### src/logic/pitaya_pkg.sv
//////////////////////////////////////////////////
// Shared widths and constants of the board top
// System bus opcode and region enums
// Command, decoded command and response structs
//////////////////////////////////////////////////

`default_nettype none

package pitaya_pkg;

  // System bus widths
  localparam int unsigned ADDR_W   = 16;
  localparam int unsigned DATA_W   = 32;
  // Address split into 16 regions of 4096 words
  localparam int unsigned REGION_W = 4;
  localparam int unsigned OFFSET_W = ADDR_W - REGION_W;

  // Analog sample widths
  localparam int unsigned ADC_W = 16;
  localparam int unsigned DAC_W = 14;

  // PDM level width and fixed modulator range
  localparam int unsigned PDM_W     = 8;
  localparam int unsigned PDM_RANGE = 255;

  typedef enum logic {
    OP_READ  = 1'b0,
    OP_WRITE = 1'b1
  } bus_op_e;

  // Kept regions, all other numbers unmapped
  typedef enum logic [REGION_W-1:0] {
    REG_ID  = 4'd0,
    REG_PDM = 4'd1,
    REG_DAC = 4'd4,
    REG_ADC = 4'd8
  } region_e;

  // Host command as issued on the bus
  typedef struct packed {
    bus_op_e           op;
    logic [ADDR_W-1:0] addr;
    logic [DATA_W-1:0] wdata;
  } bus_cmd_t;

  // Command after region and offset split
  typedef struct packed {
    bus_op_e             op;
    logic [REGION_W-1:0] region;
    logic [OFFSET_W-1:0] offset;
    logic [DATA_W-1:0]   wdata;
  } dec_cmd_t;

  typedef struct packed {
    bus_op_e           op;
    logic              err;
    logic [DATA_W-1:0] rdata;
  } bus_rsp_t;

  typedef logic signed [ADC_W-1:0] adc_sample_t;
  typedef logic signed [DAC_W-1:0] dac_sample_t;
  typedef logic        [PDM_W-1:0] pdm_level_t;

endpackage

`default_nettype wire

### src/logic/bus_decode.sv
//////////////////////////////////////////////////
// Command FIFO with credit return to the host
// Region and offset split of the bus address
//////////////////////////////////////////////////

`timescale 1ns/1ns
`default_nettype none

module bus_decode import pitaya_pkg::*; #(
  parameter int unsigned CMD_CREDITS = 2
) (
  input  logic     adc_clk,
  input  logic     top_rst,
  input  logic     cmd_valid_i,
  input  bus_cmd_t cmd_i,
  output logic     credit_o,
  output logic     dec_valid_o,
  output dec_cmd_t dec_cmd_o
);

  localparam int unsigned PTR_W = (CMD_CREDITS > 1) ? $clog2(CMD_CREDITS) : 1;
  localparam int unsigned CNT_W = $clog2(CMD_CREDITS + 1);

  bus_cmd_t         fifo_mem [CMD_CREDITS];
  logic [PTR_W-1:0] wr_ptr;
  logic [PTR_W-1:0] rd_ptr;
  logic [CNT_W-1:0] fill_cnt;
  logic             pop;
  bus_cmd_t         head;

  // Downstream never stalls, drain one entry per cycle
  assign pop  = (fill_cnt != '0);
  assign head = fifo_mem[rd_ptr];

  //////////////////////////////////////////////////
  // FIFO control
  //////////////////////////////////////////////////

  always_ff @(posedge adc_clk, posedge top_rst) begin
    if (top_rst) begin
      wr_ptr      <= '0;
      rd_ptr      <= '0;
      fill_cnt    <= '0;
      credit_o    <= 1'b0;
      dec_valid_o <= 1'b0;
    end else begin
      // Host only sends while it holds a credit
      if (cmd_valid_i) begin
        wr_ptr <= (wr_ptr == PTR_W'(CMD_CREDITS - 1)) ? '0 : wr_ptr + 1'b1;
      end
      if (pop) begin
        rd_ptr <= (rd_ptr == PTR_W'(CMD_CREDITS - 1)) ? '0 : rd_ptr + 1'b1;
      end
      case ({cmd_valid_i, pop})
        2'b10:   fill_cnt <= fill_cnt + 1'b1;
        2'b01:   fill_cnt <= fill_cnt - 1'b1;
        default: fill_cnt <= fill_cnt;
      endcase
      // Each pop hands one credit back
      credit_o    <= pop;
      dec_valid_o <= pop;
    end
  end

  // Entry storage
  always_ff @(posedge adc_clk) begin
    if (cmd_valid_i) begin
      fifo_mem[wr_ptr] <= cmd_i;
    end
  end

  //////////////////////////////////////////////////
  // Address decode
  //////////////////////////////////////////////////

  always_ff @(posedge adc_clk) begin
    if (pop) begin
      dec_cmd_o.op     <= head.op;
      // Upper bits select region, lower bits the word
      dec_cmd_o.region <= head.addr[ADDR_W-1 -: REGION_W];
      dec_cmd_o.offset <= head.addr[OFFSET_W-1:0];
      dec_cmd_o.wdata  <= head.wdata;
    end
  end

endmodule

`default_nettype wire

### src/logic/reg_execute.sv
//////////////////////////////////////////////////
// Register array for PDM levels and DAC samples
// Read data selection and access error detection
//////////////////////////////////////////////////

`timescale 1ns/1ns
`default_nettype none

module reg_execute import pitaya_pkg::*; #(
  parameter int unsigned       NUM_ADC  = 2,
  parameter int unsigned       NUM_DAC  = 2,
  parameter int unsigned       PDM_CHN  = 4,
  parameter logic [DATA_W-1:0] ID_VALUE = 32'h5250_0001
) (
  input  logic                      adc_clk,
  input  logic                      top_rst,
  input  logic                      dec_valid_i,
  input  dec_cmd_t                  dec_cmd_i,
  input  adc_sample_t [NUM_ADC-1:0] adc_word_i,
  output logic                      exe_valid_o,
  output bus_rsp_t                  exe_rsp_o,
  output pdm_level_t  [PDM_CHN-1:0] pdm_level_o,
  output dac_sample_t [NUM_DAC-1:0] dac_sample_o
);

  pdm_level_t  [PDM_CHN-1:0] pdm_q;
  dac_sample_t [NUM_DAC-1:0] dac_q;
  logic                      is_wr;
  logic                      err;
  logic [DATA_W-1:0]         rd_data;
  logic [PDM_CHN-1:0]        pdm_we;
  logic [NUM_DAC-1:0]        dac_we;

  assign is_wr = (dec_cmd_i.op == OP_WRITE);

  //////////////////////////////////////////////////
  // Read mux and error rule
  //////////////////////////////////////////////////

  always_comb begin
    err     = 1'b0;
    rd_data = '0;
    case (dec_cmd_i.region)
      // Single read-only ID word
      REG_ID: begin
        err     = is_wr || (dec_cmd_i.offset != '0);
        rd_data = ID_VALUE;
      end
      REG_PDM: begin
        err = (dec_cmd_i.offset >= PDM_CHN);
        for (int i = 0; i < PDM_CHN; i++) begin
          if (dec_cmd_i.offset == i) rd_data = {{(DATA_W-PDM_W){1'b0}}, pdm_q[i]};
        end
      end
      REG_DAC: begin
        err = (dec_cmd_i.offset >= NUM_DAC);
        for (int i = 0; i < NUM_DAC; i++) begin
          if (dec_cmd_i.offset == i) rd_data = {{(DATA_W-DAC_W){dac_q[i][DAC_W-1]}}, dac_q[i]};
        end
      end
      // ADC words are read only
      REG_ADC: begin
        err = is_wr || (dec_cmd_i.offset >= NUM_ADC);
        for (int i = 0; i < NUM_ADC; i++) begin
          if (dec_cmd_i.offset == i) begin
            rd_data = {{(DATA_W-ADC_W){adc_word_i[i][ADC_W-1]}}, adc_word_i[i]};
          end
        end
      end
      default: err = 1'b1;
    endcase
    // Errors return zero data
    if (err) rd_data = '0;
  end

  // Per-register write strobes
  always_comb begin
    for (int i = 0; i < PDM_CHN; i++) begin
      pdm_we[i] = dec_valid_i && is_wr && !err && (dec_cmd_i.region == REG_PDM) &&
                  (dec_cmd_i.offset == i);
    end
    for (int i = 0; i < NUM_DAC; i++) begin
      dac_we[i] = dec_valid_i && is_wr && !err && (dec_cmd_i.region == REG_DAC) &&
                  (dec_cmd_i.offset == i);
    end
  end

  //////////////////////////////////////////////////
  // Register update
  //////////////////////////////////////////////////

  always_ff @(posedge adc_clk, posedge top_rst) begin
    if (top_rst) begin
      pdm_q       <= '0;
      dac_q       <= '0;
      exe_valid_o <= 1'b0;
    end else begin
      exe_valid_o <= dec_valid_i;
      for (int i = 0; i < PDM_CHN; i++) begin
        if (pdm_we[i]) pdm_q[i] <= dec_cmd_i.wdata[PDM_W-1:0];
      end
      for (int i = 0; i < NUM_DAC; i++) begin
        if (dac_we[i]) dac_q[i] <= dec_cmd_i.wdata[DAC_W-1:0];
      end
    end
  end

  // Response payload
  always_ff @(posedge adc_clk) begin
    if (dec_valid_i) begin
      exe_rsp_o.op    <= dec_cmd_i.op;
      exe_rsp_o.err   <= err;
      exe_rsp_o.rdata <= rd_data;
    end
  end

  assign pdm_level_o  = pdm_q;
  assign dac_sample_o = dac_q;

endmodule

`default_nettype wire

### src/logic/bus_result.sv
//////////////////////////////////////////////////
// Response register stage toward the host
//////////////////////////////////////////////////

`timescale 1ns/1ns
`default_nettype none

module bus_result import pitaya_pkg::*; (
  input  logic     adc_clk,
  input  logic     top_rst,
  input  logic     exe_valid_i,
  input  bus_rsp_t exe_rsp_i,
  output logic     rsp_valid_o,
  output bus_rsp_t rsp_o
);

  // Host always accepts, no back-pressure here
  always_ff @(posedge adc_clk, posedge top_rst) begin
    if (top_rst) begin
      rsp_valid_o <= 1'b0;
    end else begin
      rsp_valid_o <= exe_valid_i;
    end
  end

  always_ff @(posedge adc_clk) begin
    if (exe_valid_i) begin
      rsp_o.op  <= exe_rsp_i.op;
      rsp_o.err <= exe_rsp_i.err;
      // Write responses carry status only
      rsp_o.rdata <= (exe_rsp_i.op == OP_READ) ? exe_rsp_i.rdata : '0;
    end
  end

endmodule

`default_nettype wire

### src/logic/analog_io.sv
//////////////////////////////////////////////////
// ADC input capture and two's complement convert
// DAC output register with negative slope format
//////////////////////////////////////////////////

`timescale 1ns/1ns
`default_nettype none

module analog_io import pitaya_pkg::*; #(
  parameter int unsigned NUM_ADC = 2,
  parameter int unsigned NUM_DAC = 2
) (
  input  logic                                 adc_clk,
  input  logic                                 top_rst,
  input  logic        [NUM_ADC-1:0][ADC_W-1:0] adc_dat_i,
  output adc_sample_t [NUM_ADC-1:0]            adc_word_o,
  input  dac_sample_t [NUM_DAC-1:0]            dac_sample_i,
  output logic        [NUM_DAC-1:0][DAC_W-1:0] dac_dat_o
);

  logic [NUM_ADC-1:0][ADC_W-1:0] adc_raw;

  //////////////////////////////////////////////////
  // ADC
  //////////////////////////////////////////////////

  // Input register close to the pins
  always_ff @(posedge adc_clk) begin
    adc_raw <= adc_dat_i;
  end

  for (genvar i = 0; i < NUM_ADC; i++) begin : g_adc
    // Negative slope to two's complement
    assign adc_word_o[i] = {adc_raw[i][ADC_W-1], ~adc_raw[i][ADC_W-2:0]};
  end

  //////////////////////////////////////////////////
  // DAC
  //////////////////////////////////////////////////

  for (genvar i = 0; i < NUM_DAC; i++) begin : g_dac
    always_ff @(posedge adc_clk, posedge top_rst) begin
      if (top_rst) begin
        // Midscale, same code as sample 0
        dac_dat_o[i] <= {1'b0, {(DAC_W-1){1'b1}}};
      end else begin
        dac_dat_o[i] <= {dac_sample_i[i][DAC_W-1], ~dac_sample_i[i][DAC_W-2:0]};
      end
    end
  end

endmodule

`default_nettype wire

### src/logic/pdm_mod.sv
//////////////////////////////////////////////////
// Multi-channel pulse-density modulators
//////////////////////////////////////////////////

`timescale 1ns/1ns
`default_nettype none

module pdm_mod import pitaya_pkg::*; #(
  parameter int unsigned PDM_CHN = 4
) (
  input  logic                     adc_clk,
  input  logic                     top_rst,
  input  pdm_level_t [PDM_CHN-1:0] pdm_level_i,
  output logic       [PDM_CHN-1:0] pdm_o
);

  for (genvar i = 0; i < PDM_CHN; i++) begin : g_chn
    logic [PDM_W-1:0] acc;
    logic [PDM_W:0]   sum;

    // One extra bit so the sum never wraps
    assign sum = {1'b0, acc} + {1'b0, pdm_level_i[i]};

    always_ff @(posedge adc_clk, posedge top_rst) begin
      if (top_rst) begin
        acc      <= '0;
        pdm_o[i] <= 1'b0;
      end else if (sum >= (PDM_W+1)'(PDM_RANGE)) begin
        // Overflow of the range emits a one
        acc      <= PDM_W'(sum - (PDM_W+1)'(PDM_RANGE));
        pdm_o[i] <= 1'b1;
      end else begin
        acc      <= sum[PDM_W-1:0];
        pdm_o[i] <= 1'b0;
      end
    end
  end

endmodule

`default_nettype wire

### src/logic/pitaya_top.sv
//////////////////////////////////////////////////
// Board top level, register side and analog IO
// Bus decode, execute, response, ADC/DAC and PDM
//////////////////////////////////////////////////

`timescale 1ns/1ns
`default_nettype none

module pitaya_top import pitaya_pkg::*; #(
  parameter int unsigned       NUM_ADC     = 2,
  parameter int unsigned       NUM_DAC     = 2,
  parameter int unsigned       PDM_CHN     = 4,
  parameter int unsigned       CMD_CREDITS = 2,
  parameter logic [DATA_W-1:0] ID_VALUE    = 32'h5250_0001
) (
  input  logic                          adc_clk,
  input  logic                          top_rst,
  // Host command and response
  input  logic                          cmd_valid_i,
  input  bus_cmd_t                      cmd_i,
  output logic                          credit_o,
  output logic                          rsp_valid_o,
  output bus_rsp_t                      rsp_o,
  // Analog pins
  input  logic [NUM_ADC-1:0][ADC_W-1:0] adc_dat_i,
  output logic [NUM_DAC-1:0][DAC_W-1:0] dac_dat_o,
  output logic [PDM_CHN-1:0]            pdm_o
);

  logic                      dec_valid;
  dec_cmd_t                  dec_cmd;
  logic                      exe_valid;
  bus_rsp_t                  exe_rsp;
  pdm_level_t  [PDM_CHN-1:0] pdm_level;
  dac_sample_t [NUM_DAC-1:0] dac_sample;
  adc_sample_t [NUM_ADC-1:0] adc_word;

  //////////////////////////////////////////////////
  // System bus pipeline
  //////////////////////////////////////////////////

  bus_decode #(
    .CMD_CREDITS (CMD_CREDITS)
  ) u_bus_decode (
    .adc_clk     (adc_clk),
    .top_rst     (top_rst),
    .cmd_valid_i (cmd_valid_i),
    .cmd_i       (cmd_i),
    .credit_o    (credit_o),
    .dec_valid_o (dec_valid),
    .dec_cmd_o   (dec_cmd)
  );

  reg_execute #(
    .NUM_ADC  (NUM_ADC),
    .NUM_DAC  (NUM_DAC),
    .PDM_CHN  (PDM_CHN),
    .ID_VALUE (ID_VALUE)
  ) u_reg_execute (
    .adc_clk      (adc_clk),
    .top_rst      (top_rst),
    .dec_valid_i  (dec_valid),
    .dec_cmd_i    (dec_cmd),
    .adc_word_i   (adc_word),
    .exe_valid_o  (exe_valid),
    .exe_rsp_o    (exe_rsp),
    .pdm_level_o  (pdm_level),
    .dac_sample_o (dac_sample)
  );

  bus_result u_bus_result (
    .adc_clk     (adc_clk),
    .top_rst     (top_rst),
    .exe_valid_i (exe_valid),
    .exe_rsp_i   (exe_rsp),
    .rsp_valid_o (rsp_valid_o),
    .rsp_o       (rsp_o)
  );

  //////////////////////////////////////////////////
  // Analog side
  //////////////////////////////////////////////////

  analog_io #(
    .NUM_ADC (NUM_ADC),
    .NUM_DAC (NUM_DAC)
  ) u_analog_io (
    .adc_clk      (adc_clk),
    .top_rst      (top_rst),
    .adc_dat_i    (adc_dat_i),
    .adc_word_o   (adc_word),
    .dac_sample_i (dac_sample),
    .dac_dat_o    (dac_dat_o)
  );

  // PDM outputs, one bit per channel per cycle
  pdm_mod #(
    .PDM_CHN (PDM_CHN)
  ) u_pdm_mod (
    .adc_clk     (adc_clk),
    .top_rst     (top_rst),
    .pdm_level_i (pdm_level),
    .pdm_o       (pdm_o)
  );

endmodule

`default_nettype wire

### config.mk
export PLATFORM = sky130hd
export DESIGN_NAME = pitaya_top
export DESIGN_NICKNAME = d
export VERILOG_FILES = /design/src/logic/pitaya_pkg.sv /design/src/logic/bus_decode.sv /design/src/logic/reg_execute.sv /design/src/logic/bus_result.sv /design/src/logic/analog_io.sv /design/src/logic/pdm_mod.sv /design/src/logic/pitaya_top.sv
export SDC_FILE = /design/constraint.sdc
export NUM_CORES = 1
export LEC_CHECK = 0
export BUFFER_PORTS_ARGS = -buffer_cell sky130_fd_sc_hd__buf_2
export CORE_UTILIZATION = 50
export CTS_CLUSTER_SIZE = 20
export DETAILED_ROUTE_END_ITERATION = 6
export GPL_TIMING_DRIVEN = 0
export PLACE_DENSITY = 0.7
export SYNTH_ARGS = -nofsm -noshare
export SYNTH_HDL_FRONTEND = slang
export SYNTH_SLANG_ARGS = --single-unit
### constraint.sdc
create_clock -name adc_clk -period 5.5 [get_ports adc_clk]
set_clock_uncertainty 0.2 [all_clocks]
set_input_delay 0.275 -clock adc_clk [delete_from_list [all_inputs] [get_ports adc_clk]]
set_output_delay 0.275 -clock adc_clk [all_outputs]
set_load 0.05 [all_outputs]
Yosys cells after proc, flatten, opt, wreduce, memory -nomap -nowiden
Memories as Yosys holds them, arrays and structs flattened. A register that Yosys moved wholly into a read port is not among the register bits.
Index checks and enable logic that the tools add are counted.
Widths: inputs -> output; s select.
{"block": "classes", "n_lt_le_gt_ge": 6, "muxes": 23, "bitwise_logic": 4, "n_eq_ne": 8, "add_sub_neg": 12, "reduce_logical": 18}
{"cell": "$mux 32", "n": 4}
{"cell": "$pmux 32 s4", "n": 1}
{"cell": "$mux 8", "n": 8}
{"cell": "$add 8x8->9", "n": 4}
{"cell": "$ge 9x8->1 const B", "n": 4}
{"cell": "$sub 8x8->8 const B", "n": 4}
{"cell": "$not 15->15", "n": 2}
{"cell": "$not 13->13", "n": 2}
{"cell": "$eq 12x2->1 const B", "n": 2}
{"cell": "$eq 12x1->1 const B", "n": 1}
{"cell": "$ge 12x2->1 const B", "n": 1}
{"cell": "$ge 12x3->1 const B", "n": 1}
{"cell": "$logic_not 12->1", "n": 1}
{"cell": "$reduce_bool 12->1", "n": 1}
{"cell": "$logic_and 1x1->1", "n": 10}
{"cell": "$mux 1", "n": 8}
{"cell": "$eq 4x1->1 const B", "n": 1}
{"cell": "$eq 4x3->1 const B", "n": 1}
{"cell": "$eq 4x4->1 const B", "n": 1}
{"cell": "$logic_not 4->1", "n": 1}
{"cell": "$pmux 1 s4", "n": 1}
{"cell": "$pmux 2 s2", "n": 1}
{"cell": "$reduce_bool 2->1", "n": 2}
{"cell": "$add 1x1->1 const B", "n": 2}
{"cell": "6 further kinds", "n": 7}
{"block": "totals", "ramBits": 98, "input_bits": 84, "out_inout_bits": 68, "n_memories": 1, "ff_bits": 231}
{"name": "u_bus_decode.fifo_mem", "depth": 2, "width": 49, "rd": 1, "rd_ports_with_merged_regs": 1, "wr": 1, "line_no": "bus_decode.sv:24", "text": "bus_cmd_t fifo_mem [CMD_CREDITS];"}

Depth between registers and ports, before layout
Gate-level depths: netlist (run 1).
{"block": "logic_depth", "depth_word": 7, "ltp_mapped": 8, "depth_no_buf": 8}

By module
A second synthesis (run 1) with hierarchy kept.
{"block": "unflattened", "cells_unflattened": 1037, "hier_area_um2": 15602.5}
{"mod": "bus_decode", "n_inst": 1, "seq_area_each_um2": 4539.4, "area_each_um2": 5477.8, "cells_per_inst": 220}
{"mod": "reg_execute", "n_inst": 1, "seq_area_each_um2": 2097.0, "area_each_um2": 4015.1, "cells_per_inst": 286}
{"mod": "pdm_mod", "n_inst": 1, "seq_area_each_um2": 900.9, "area_each_um2": 3234.4, "cells_per_inst": 341}
{"mod": "analog_io", "n_inst": 1, "seq_area_each_um2": 1373.8, "area_each_um2": 1602.8, "cells_per_inst": 119}
{"mod": "bus_result", "n_inst": 1, "seq_area_each_um2": 1046.0, "area_each_um2": 1272.5, "cells_per_inst": 71}

Worst setup path after synthesis (run 1)
Ideal clock, no wire load.
{"block": "synth_timing", "path_kind": "flip-flop to flip-flop", "startpoint": "register u_reg_execute.pdm_q, in the netlist u_reg_execute.pdm_level_o[8]", "endpoint": "register u_pdm_mod.g_chn[1].acc[1]", "stages_incl_launch_ff": 9, "required_ps": 5175, "n_path_buf": 0, "arrival_time_ps": 2724, "setup_time_ps": 125, "path_slack_ps": 2451, "period_less_slack_ps": 3049, "cell_sequence": "dfrtp_1 > ha_1 > fa_1 > a211oi_2 > nor2_4 > xnor2_1 > or4_4 > o31ai_4 > mux2_4"}
{"block": "synth_via", "elab_chain_cells": 3}
{"element": "start, declared", "line_no": "reg_execute.sv:26", "text": "pdm_level_t [PDM_CHN-1:0] pdm_q;"}
{"element": "start signal, assigned by index", "line_no": "reg_execute.sv:100", "text": "if (pdm_we[i]) pdm_q[i] <= dec_cmd_i.wdata[PDM_W-1:0];"}
{"element": "$add 8x8->9 *", "line_no": "pdm_mod.sv:22", "text": "assign sum = {1'b0, acc} + {1'b0, pdm_level_i[i]};"}
{"element": "$sub 8x8->8 or $ge 9x8->1 (tied branches)", "line_no": "pdm_mod.sv:30, pdm_mod.sv:28"}
{"element": "$mux 8 *", "line_no": "pdm_mod.sv:28", "text": "end else if (sum >= (PDM_W+1)'(PDM_RANGE)) begin"}
{"element": "end signal, assigned", "line_no": "pdm_mod.sv:30", "text": "acc <= PDM_W'(sum - (PDM_W+1)'(PDM_RANGE));"}
{"element": "end signal, assigned", "line_no": "pdm_mod.sv:33", "text": "acc <= sum[PDM_W-1:0];"}
{"element": "end, declared", "line_no": "pdm_mod.sv:18", "text": "logic [PDM_W-1:0] acc;"}
Every way passes the cells marked *; elsewhere a longest branch is shown, timed or not.
A chain may end at the register's enable or synchronous reset.

Worst setup path in the final report (run 1)
{"block": "layout_timing", "startpoint": "register u_bus_decode.dec_cmd_o[38] (netlist name)", "endpoint": "register u_reg_execute.exe_rsp_o[7] (netlist name) (data pin)"}
{"block": "layout_via", "elab_chain_cells": 6}
{"element": "branches (longest 6 deep; another with $ge 12x2->1)"}
{"element": "end, declared", "line_no": "reg_execute.sv:21", "text": "output bus_rsp_t exe_rsp_o,"}
Several ways; the timed one is not identified.

==> results of run 1 <==
[stage by stage]
step | total power (uW) | util [%] | instance area [um^2] | setup WS [ns] | hold slack (ns)
after floorplan | 4190 | - | 12700 | 1.57 | 0.103
after global placement | 4610 | 55.0 | 13800 | -0.173 | 0.163
after detailed placement | 4640 | 55.2 | 13900 | 2.20 | 0.168
after CTS | 6770 | 61.9 | 15500 | 2.19 | 0.104
after global routing | 7030 | 61.9 | 15600 | 1.96 | 0.115
final | 6750 | 61.9 | 15600 | 2.16 | 0.123
[worst min-delay path: stages]
cell	delay (ns)
dlygate4sd3_1	0.53
buf_2	0.15
inv_6	0.42
[report_power, final]
group / switching [uW] / total, uW / internal, uW
registers: 270 / 3070 / 2800
clock network: 850 / 2100 / 1250
logic: 1070 / 1590 / 517
[kinds of logic after synthesis]
kind of cell / Yosys count
fa+ha+maj: 41
buf+inv: 85
xor+xnor: 25
compound gates: 175
flops: 294
mux: 122
simple gates: 218
[worst min path at each step]
stage	startpoint	to	slack (ns)	cells after the start
2_1_floorplan	adc_dat_i[0]	u_analog_io.adc_raw[0]$_DFF_P_	0.10	0
3_3_place_gp	u_reg_execute.dac_sample_o[8]$_DFFE_PP0P_	u_analog_io.dac_dat_o[8]$_DFF_PP1_	0.16	1
3_5_place_dp	u_reg_execute.dac_sample_o[8]$_DFFE_PP0P_	u_analog_io.dac_dat_o[8]$_DFF_PP1_	0.17	1
4_1_cts	adc_dat_i[14]	u_analog_io.adc_raw[14]$_DFF_P_	0.10	2
5_1_grt	adc_dat_i[6]	u_analog_io.adc_raw[6]$_DFF_P_	0.12	2
6_report	top_rst	u_bus_decode.wr_ptr$_DFFE_PP0P_	0.12	3
[registers in the layout (all words and copies together) (netlist names), 2 cells and up]
name / count
u_bus_decode.dec_cmd_o: 31
u_bus_decode.fifo_mem: 62
u_bus_result.rsp_o: 19
u_reg_execute.exe_rsp_o: 19
u_pdm_mod.g_chn.acc: 32
u_reg_execute.dac_sample_o: 28
u_analog_io.adc_word_o: 2
u_pdm_mod.pdm_o: 4
u_analog_io.dac_dat_o: 28
u_bus_decode.fill_cnt: 2
u_analog_io.adc_raw: 30
u_reg_execute.pdm_level_o: 32
[Yosys cell counts, types with 10 or more instances]
library cell / n / area (um^2)
dfrtp_1: 105 / 2630
a21oi_1: 40 / 200
buf_4: 15 / 113
dfstp_2: 26 / 683
nor2_1: 39 / 146
o21ai_0: 39 / 195
mux2i_1: 16 / 160
o221ai_1: 12 / 105
nor2b_1: 27 / 169
inv_1: 41 / 154
mux2_2: 104 / 1170
nand4_1: 10 / 62.6
ha_1: 37 / 463
edfxtp_1: 131 / 3930
dfxtp_1: 32 / 641
clkbuf_1: 13 / 48.8
nand3_1: 29 / 145
xor2_1: 17 / 149
nand2_1: 49 / 184
nand2b_1: 11 / 68.8
a21o_1: 12 / 90.1
[layout make-up]
type,instances,area (um^2),share of cell area [%]
Sequential cell,294,7890,50.7
Multi-Input combinational cell,581,4470,28.7
Timing Repair Buffer,199,1340,8.64
Clock buffer,39,825,5.30
Tap cell,330,413,2.66
Buffer,44,245,1.58
Clock inverter,17,210,1.35
Inverter,41,159,1.02
[layer usage]
| layer | global-route usage [%] | share of wire (%) | vias up |
|---|---|---|---|
| li1 | - | - | 4014 |
| met1 | 29.0 | 44 | 4178 |
| met2 | 36.8 | 49 | 249 |
| met3 | 2.85 | 5.0 | 53 |
| met4 | 6.48 | 2.6 | 0 |
| met5 | 0 | 0 | - |
==> run summary, run 1 <==
Setup crit start -> u_bus_decode.dec_cmd_o[38]$_DFFE_PN_
Tmin final -> 3.34 ns
io pins -> 152
Synth Area in XOR/XNOR -> 1.72%
endpoints failing setup -> 0
Initial Util -> 50.7%
largest net degree at the start of global routing -> 69
Setup Total Neg Slack -> 0 ns
worst setup path end -> u_reg_execute.exe_rsp_o[7]$_SDFFCE_PP0P_
number of flops mapped to enable cells by yosys -> 131
CP Data Required Time -> 5.70 ns
Max Slew Vio Count -> 0
Setup Fix Bufs, Post-CTS -> 0
synthesized-area fraction occupied by and/or/nand/nor cells -> 8.98%
Worst path max stage delay -> 0.54 ns
Final Cycle Share -> 60.7%
CTS clk-pin slew, worst paths -> 0.06 ns
Worst path slowest cell -> nor4_1
CTS resizes -> 0
Final Hold Fails -> 0
CP Data Arrival Time -> 3.53 ns
outcome -> finished clean
Syn Nets -> 1085
CTS Buffer Depth -> 3
worst-path fanout max -> 10
DP Cell Count -> 1424
Synth Flop Type -> edfxtp_1
VDD IR-drop max -> 0.597 mV
DRT antenna net count -> 0
H-tree Lvls -> 1
routability cong. -> 0.815
Overflow after GRT -> 0
floorplan die width -> 162 um
Startpoint Class -> flip-flop
diodes inserted -> 0
Yosys Warn Count -> 0
final WL -> 27800 um
Pleak -> 0.00662 uW
Buf+Inv Stages, Crit Path -> 2
area fraction in compound gates after synthesis -> 9.35%
r2r worst-path depth -> 8
commonest non-fill, non-tap cell in the layout -> buf_2
post-synthesis async set-or-reset flop share -> 44.6%
max-cap check violation count -> 0
Gate Count Post-Synth -> 960
crit path cell chain -> nor4_1 -> nand3_1 -> nor2_2 -> and4b_1 -> clkbuf_1 -> buf_2 -> a22oi_1 -> a21oi_1
Area Growth Syn to Fin -> 22.1%
commonest cells after routing, fill and taps aside -> buf_2, edfxtp_1, dfrtp_1, mux2_2, dlygate4sd3_1
actual slew at the worst max-slew pin -> 1.00 ns
vias in the first global route -> 8399
RSZ-0062 raised after global routing -> false
GRT Util Overall -> 21.7%
synthesized area per cell -> 13.3 um^2
drt wl/cell -> 18.0 um
via count -> 8494
worst rel slew slack -> 33.3%
Synth Area in Adders -> 4.26%
CTS Buf Count -> 30
Largest delay share family, worst path -> simple AND/OR/NAND/NOR gates
CTS tree -> done
Site Rows -> 58
Crit. End Element -> flip-flop
drt pass-1 iters -> 5
mux share of post-synthesis cell area -> 10.7%
Seq/Total Area, Yosys -> 61.9%
Unique masters post-synth -> 73
Max Freq -> 0.300 GHz
initial DRC count -> 582
Final Non-Filler Cells -> 1545
die area -> 26100 um^2
RR Endpoint -> u_reg_execute.exe_rsp_o[7]$_SDFFCE_PP0P_
CTS Root Cell -> clkbuf_16
crit path kind -> reg2reg
global-route wire length before repair -> 44300 um
Synth Register Bits -> 294
Pwr Density -> 434 nW/um^2
number of fill cells in the layout -> 1895
clock latency on the worst-skew pair -> 0.58 ns
cts hold-fix bufs -> 65
share of layout cells above drive strength 1 -> 29.8%
Core Area -> 25100 um^2
dpl hpwl -> 18300 um
initial antenna violation count -> 0
main combinational cell family by area after synthesis -> multiplexers
I/O Buffers -> 133
Hold Path Class -> in2async
# DRC -> 0
fin nets -> 1316
r2r startpoint -> u_bus_decode.dec_cmd_o[38]$_DFFE_PN_
critical path depth -> 8
reg2reg setup slack -> 2.16 ns
# clock sinks -> 294
post-DR vias/cell -> 5.50
Die Span Y -> 162 um
Mapped Area -> 12700 um^2
Note: power is estimated with default switching activity, not from simulation.
==> inputs of run 2 (changes only) <==
- ABC_AREA: unset -> 1
- clock period: 5.5 -> 3.5 ns (I/O delays scaled with it)
==> run summary, run 2 <==
Pleak -> 0.00739 uW (+12%)
crit path kind -> reg2reg
Synth Flop Type -> edfxtp_1
Worst path max stage delay -> 0.58 ns (+0.04 ns)
endpoints failing setup -> 0 (unchanged)
CP Data Arrival Time -> 3.20 ns (-0.33 ns)
Gate Count Post-Synth -> 1353 (+41%)
Mapped Area -> 12900 um^2 (+1.6%)
CTS Buf Count -> 31 (+3.3%)
Hold Path Class -> in2reg
Largest register FFs -> 62 (unchanged)
multi-input logic area -> 4170 um^2 (-6.7%)
Setup crit start -> u_reg_execute.pdm_level_o[8]$_DFFE_PP0P_
Clk network pwr share -> 30.8% (-0.2 points)
global-route wire length before repair -> 48600 um (+9.7%)
dpl hpwl -> 20400 um (+12%)
crit path cell chain -> ha_1 -> fa_1 -> nand2_1 -> nor2_1 -> nand3_1 -> nor2_1 -> nand3_1 -> nand2_1 -> nand2_1 -> nand2_2 -> nand2_1 -> nand2_1
VDD IR-drop max -> 0.821 mV (+37%)
worst-path fanout max -> 8 (-2)
diodes inserted -> 0 (unchanged)
most common cell in the netlist -> nand2_1
number of flops mapped to enable cells by yosys -> 131 (unchanged)
largest net degree at the start of global routing -> 44 (-36%)
r2r startpoint -> u_reg_execute.pdm_level_o[8]$_DFFE_PP0P_
initial DRC count -> 609 (+4.6%)
Largest delay share family, worst path -> simple AND/OR/NAND/NOR gates
worst setup path end -> u_pdm_mod.g_chn[1].acc[3]$_DFF_PP0_
RR Endpoint -> u_pdm_mod.g_chn[1].acc[3]$_DFF_PP0_
CTS Buffer Depth -> 3 (unchanged)
Overflow after GRT -> 0 (unchanged)
Startpoint Class -> flip-flop
Reg power frac -> 45.4% (about the same)
DRT antenna net count -> 0 (unchanged)
Synth top cells by count -> nand2_1, inv_1, edfxtp_1
CTS Root Cell -> clkbuf_16
synthesized area per cell -> 9.57 um^2 (-28%)
Buf+Inv Stages, Crit Path -> 0 (-2)
Tmin final -> 2.91 ns (-0.429 ns)
# DRC -> 0 (unchanged)
actual slew at the worst max-slew pin -> 1.27 ns (+0.270 ns)
Setup Fix Bufs, Post-CTS -> 0 (unchanged)
die area -> 26500 um^2 (+1.6%)
Max Freq -> 0.344 GHz (+15%)
Area Growth Syn to Fin -> 21.7%
Pwr Total -> 10300 uW (+53%)
reg2reg setup slack -> 0.59 ns (-1.57 ns)
r2r worst-path depth -> 12 (+4)
cell-internal power -> 6800 uW (+49%)
# clock sinks -> 294 (unchanged)
via count -> 9775 (+15%)
Crit. End Element -> flip-flop
Net Sw Frac -> 34.0% (+1.6 points)
Biggest register -> u_bus_decode.fifo_mem
Final Cycle Share -> 83.1% (+22 points)
drt pass-1 iters -> 6 (+1)
commonest non-fill, non-tap cell in the layout -> nand2_1
Die Span Y -> 163 um (+0.80%)
share of layout cells above drive strength 1 -> 16.7% (-13 points)
Max Slew Vio Count -> 0 (unchanged)
drt wl/cell -> 15.4 um (-14%)
Setup Total Neg Slack -> 0 ns (unchanged)
Yosys Warn Count -> 0 (unchanged)
CP Data Required Time -> 3.79 ns (-1.91 ns)
Site Rows -> 58 (unchanged)
Unique masters post-synth -> 35 (-52%)
Initial Util -> 51.3% (+0.53 points)
worst rel slew slack -> 15.2% (-18 points)
NetSw -> 3500 uW (+60%)
floorplan die width -> 163 um (+0.80%)
post-DR vias/cell -> 5.03 (-8.5%)
outcome -> finished clean
FF/Latch Area -> 7890 um^2 (unchanged)
commonest cells after routing, fill and taps aside -> nand2_1, inv_1, buf_2, edfxtp_1, dfrtp_1
Worst path slowest cell -> fa_1
RSZ-0062 raised after global routing -> false
H-tree Lvls -> 1 (unchanged)
CTS clk-pin slew, worst paths -> 0.06 ns (about the same)
Final Hold Fails -> 0 (unchanged)
final WL -> 30000 um (+8.1%)
Crit path top cell by count -> nand2_1
largest area contributor in the netlist -> edfxtp_1
io pins -> 152 (unchanged)
Pwr Density -> 654 nW/um^2 (+51%)
I/O Buffers -> 133 (unchanged)
Seq/Total Area, Yosys -> 60.9% (-0.99 points)
CTS tree -> done
Synth top area share -> 30.4% (-0.50 points)
GRT Util Overall -> 23.3% (+1.7 points)
post-synthesis async set-or-reset flop share -> 44.6% (unchanged)
routability cong. -> 0.847 (+3.9%)
critical path depth -> 12 (+4)
max-cap check violation count -> 0 (unchanged)
number of fill cells in the layout -> 2043 (+7.8%)
vias in the first global route -> 9664 (+15%)
combinational fraction of design power -> 23.8% (+0.3 points)
clock latency on the worst-skew pair -> 0.56 ns (-0.02 ns)
fin nets -> 1713 (+30%)
top area cells in the synthesized netlist -> edfxtp_1, dfrtp_1, nand2_1, dfstp_2, inv_1
Core Area -> 25300 um^2 (+0.58%)
Syn Nets -> 1478 (+36%)
Synth Register Bits -> 294 (unchanged)
initial antenna violation count -> 0 (unchanged)
[run 2: cell count changes after synthesis, moves of 9 or more]
cell / delta
nand2b_1: -11
a22oi_1: -9
mux2_2: -104
nand2_1: +408
nand3_1: +61
nor2b_1: -27
a21o_1: -12
inv_1: +131
o21ai_1: +58
o221ai_1: -12
nand4_1: +10
o21ai_0: -26
nor2_1: +13
mux2i_1: -16
[run 2: kinds of logic after synthesis]
family	Yosys count	share of synthesized area [%]
AOI/OAI and AO/OA	128	5.13
xor gates and xnor gates	24	1.62
adders and majority gates	41	4.19
buffers and inverters	220	6.92
DFF	294	60.9
and+or+nand+nor	646	21.2
[run 2: power groups by stage]
stage	sequential, uW	clock [uW]	combinational (uW)
2_1_floorplan	5090	0	1340
3_3_place_gp	4720	0	2340
3_5_place_dp	4750	0	2380
4_1_cts	4690	3210	2450
5_1_grt	4750	3360	2660
6_report	4680	3170	2450
[run 2: how the worst min path moves through the flow]
stage	startpoint	cells after the start	endpoint	slack (ns)
global placement	adc_dat_i[28]	1	u_analog_io.adc_raw[28]$_DFF_P_	0.08
detailed placement	top_rst	2	u_bus_result.rsp_valid_o$_DFF_PP0_	-0.02
CTS	adc_dat_i[12]	2	u_analog_io.adc_raw[12]$_DFF_P_	0.03
finish	adc_dat_i[12]	2	u_analog_io.adc_raw[12]$_DFF_P_	0.05
global route	adc_dat_i[18]	2	u_analog_io.adc_raw[18]$_DFF_P_	0.06
floorplan	adc_dat_i[0]	0	u_analog_io.adc_raw[0]$_DFF_P_	0.003
[run 2: area by class of cell]
class                           instances  area share (%)
Inverter                              179            4.29
Buffer                                 41            1.42
Timing Repair Buffer                  202            8.80
Clock buffer                           45            5.84
Clock inverter                         13           0.516
Sequential cell                       294            50.0
Multi-Input combinational cell        839            26.5
Tap cell                              330            2.62
[run 2: through the flow]
stage	area [um^2]	hold WS, ns	util [%]	setup slack (ns)	std cells
finish	15800	0.0460	62.4	0.592	1943
global route	15800	0.0570	62.4	0.325	1943
CTS	15800	0.0335	62.4	0.598	1943
detailed placement	14100	-0.0214	55.8	0.645	1819
global placement	14000	0.0781	55.5	0.474	1816
floorplan	12900	0.00272	-	1.08	1353
[run 2: per-layer routing]
metal,routed length [um],vias to the layer above,GRT usage (%)
li1,-,4836,-
met1,12700,4575,30.0
met2,14700,296,40.1
met3,1620,68,3.59
met4,993,0,8.03
met5,0,-,0
[run 2: repair_timing]
action                                 in CTS  in global routing
endpoints found under the hold margin     186                  0
resized for setup                           0                  0
hold buffers                               66                  0
==> inputs of run 3 (changes only) <==
- clock period: 3.5 -> 2.7 ns (I/O delays scaled with it)
==> run summary, run 3 (synthesis results as in run 2) <==
Tmin final -> 2.60 ns (-0.307 ns)
Worst path slowest cell -> fa_2
drt pass-1 iters -> 5 (-1)
io pins -> 152 (unchanged)
# clock sinks -> 294 (unchanged)
diodes inserted -> 0 (unchanged)
Startpoint Class -> flip-flop
Setup Total Neg Slack -> 0 ns (unchanged)
combinational fraction of design power -> 23.8% (about the same)
final instance area -> 16100 um^2 (+2.1%)
Buf+Inv Stages, Crit Path -> 1 (+1)
worst-path fanout max -> 8 (unchanged)
vias in the first global route -> 9831 (+1.7%)
CTS clk-pin slew, worst paths -> 0.06 ns (about the same)
dpl hpwl -> 20400 um (unchanged)
I/O Buffers -> 133 (unchanged)
outcome -> finished clean
Worst path max stage delay -> 0.58 ns (about the same)
Biggest register -> u_bus_decode.fifo_mem
cell-internal power -> 8830 uW (+30%)
Largest register FFs -> 62 (unchanged)
floorplan die width -> 163 um (unchanged)
Largest delay share family, worst path -> adder cells
crit path cell chain -> ha_4 -> fa_2 -> ha_2 -> inv_1 -> nor2_2 -> nand3_2 -> nor2_2 -> nand3_1 -> nand2_2 -> nand2_4 -> nand2_8 -> nand2_1 -> nand2_1
CTS Buffer Depth -> 3 (unchanged)
Max Slew Vio Count -> 0 (unchanged)
DRT antenna net count -> 0 (unchanged)
Area Growth Syn to Fin -> 24.3%
crit path kind -> reg2reg
Final Cycle Share -> 96.3% (+13 points)
final WL -> 30300 um (+1.0%)
Die Span Y -> 163 um (unchanged)
Initial Util -> 51.3% (unchanged)
via count -> 9881 (+1.1%)
Pleak -> 0.00751 uW (+1.6%)
# DRC -> 0 (unchanged)
max-cap check violation count -> 0 (unchanged)
routability cong. -> 0.847 (unchanged)
commonest non-fill, non-tap cell in the layout -> nand2_1
share of layout cells above drive strength 1 -> 19.7% (+3.0 points)
post-DR vias/cell -> 5.05 (+0.36%)
actual slew at the worst max-slew pin -> 1.26 ns (-0.00626 ns)
initial antenna violation count -> 0 (unchanged)
FF/Latch Area -> 7890 um^2 (about the same)
multi-input logic area -> 4380 um^2 (+4.9%)
Core Area -> 25300 um^2 (unchanged)
clock latency on the worst-skew pair -> 0.56 ns (about the same)
pre-CTS setup slack -> -0.155 ns (-0.800 ns)
Hold Path Class -> in2reg
NetSw -> 4540 uW (+29%)
placed cell area -> 14100 um^2 (unchanged)
CTS Buf Count -> 31 (unchanged)
initial DRC count -> 573 (-5.9%)
Final Hold Fails -> 0 (unchanged)
Max Freq -> 0.384 GHz (+12%)
GRT Util Overall -> 23.5% (+0.17 points)
die area -> 26500 um^2 (unchanged)
Reg power frac -> 45.4% (about the same)
drt wl/cell -> 15.5 um (+0.28%)
fin worst setup slack -> 0.0987 ns (-0.493 ns)
Pwr Density -> 831 nW/um^2 (+27%)
VDD IR-drop max -> 1.06 mV (+29%)
number of fill cells in the layout -> 2006 (-1.8%)
fin nets -> 1727 (+0.82%)
Net Sw Frac -> 33.9% (-0.048 points)
CP Data Required Time -> 3.00 ns (-0.79 ns)
CP Data Arrival Time -> 2.90 ns (-0.30 ns)
Clk network pwr share -> 30.8% (about the same)
global-route wire length before repair -> 49000 um (+0.81%)
H-tree Lvls -> 1 (unchanged)
Site Rows -> 58 (unchanged)
CTS tree -> done
commonest cells after routing, fill and taps aside -> nand2_1, inv_1, buf_2, edfxtp_1, dfrtp_1
worst rel slew slack -> 15.6% (+0.42 points)
Post-Route Utilization -> 63.7% (+1.3 points)
Crit. End Element -> flip-flop
Overflow after GRT -> 0 (unchanged)
largest net degree at the start of global routing -> 44 (unchanged)
endpoints failing setup -> 0 (unchanged)
CTS Root Cell -> clkbuf_16
==> run 3: worst reg2reg max path, stage by stage, from the launching register on <==
cell	delay (ns)
dfrtp_1	0.44
ha_4	0.20
fa_2	0.58
ha_2	0.18
inv_1	0.07
nor2_2	0.11
nand3_2	0.10
nor2_2	0.14
nand3_1	0.09
nand2_2	0.09
nand2_4	0.11
nand2_8	0.10
nand2_1	0.06
nand2_1	0.07
==> run 3: layer usage <==
layer | part of all wire [%] | track usage, % | wire length [um] | vias up
met2 | 49 | 40.4 | 14800 | 293
met1 | 42 | 29.8 | 12900 | 4650
li1 | - | - | - | 4863
met5 | 0 | 0 | 0 | -
met4 | 3.8 | 9.18 | 1150 | 0
met3 | 4.9 | 3.54 | 1470 | 75
==> run 3: worst paths after layout <==
kind,from,endpoint,slack (ns),depth (start not counted)
min,adc_dat_i[1],u_analog_io.adc_raw[1]$_DFF_P_,0.008,2
max,u_reg_execute.pdm_level_o[8]$_DFFE_PP0P_,u_pdm_mod.g_chn[1].acc[4]$_DFF_PP0_,0.1,13
max reg2reg,u_reg_execute.pdm_level_o[8]$_DFFE_PP0P_,u_pdm_mod.g_chn[1].acc[4]$_DFF_PP0_,0.1,13
min reg2reg,u_reg_execute.dac_sample_o[13]$_DFFE_PP0P_,u_analog_io.dac_dat_o[13]$_DFF_PP0_,0.20,0
min in group asynchronous,top_rst,u_reg_execute.dac_sample_o[1]$_DFFE_PP0P_,0.49,4
max in group asynchronous,top_rst,u_analog_io.dac_dat_o[5]$_DFF_PP1_,0.96,6
==> run 3: cell type report <==
type / count / area share (%)
flip-flops and latches: 294 / 49.0
multi-input cells: 839 / 27.2
repair buffers: 216 / 9.38
clock buffers: 45 / 5.72
inverters: 179 / 4.20
well taps: 330 / 2.57
plain buffers: 41 / 1.41
clock inverters: 13 / 0.506
==> run 3: power by group through the flow <==
stage / registers [uW] / clock network (uW) / logic, uW
2_1_floorplan: 6600 / 0 / 1740
3_3_place_gp: 6120 / 0 / 3040
3_5_place_dp: 6150 / 0 / 3090
4_1_cts: 6070 / 4160 / 3190
5_1_grt: 6160 / 4350 / 3450
6_report: 6070 / 4120 / 3180
==> run 3: what timing repair did <==
item,4_1_cts,5_1_grt
pin swaps,0,17
setup endpoints to repair,31,41
hold buffers,73,0
gates resized for setup,18,46
hold endpoints to repair,249,0
buffers inserted,0,7
==> run 3: through the flow <==
stage,cells,hold slack [ns],total power [uW]
after CTS,1950,0.00478,13400
after floorplan,1353,-0.0373,8340
after global placement,1816,0.0381,9160
after detailed placement,1819,-0.0614,9250
after global routing,1957,0.0104,14000
final,1957,0.00770,13400
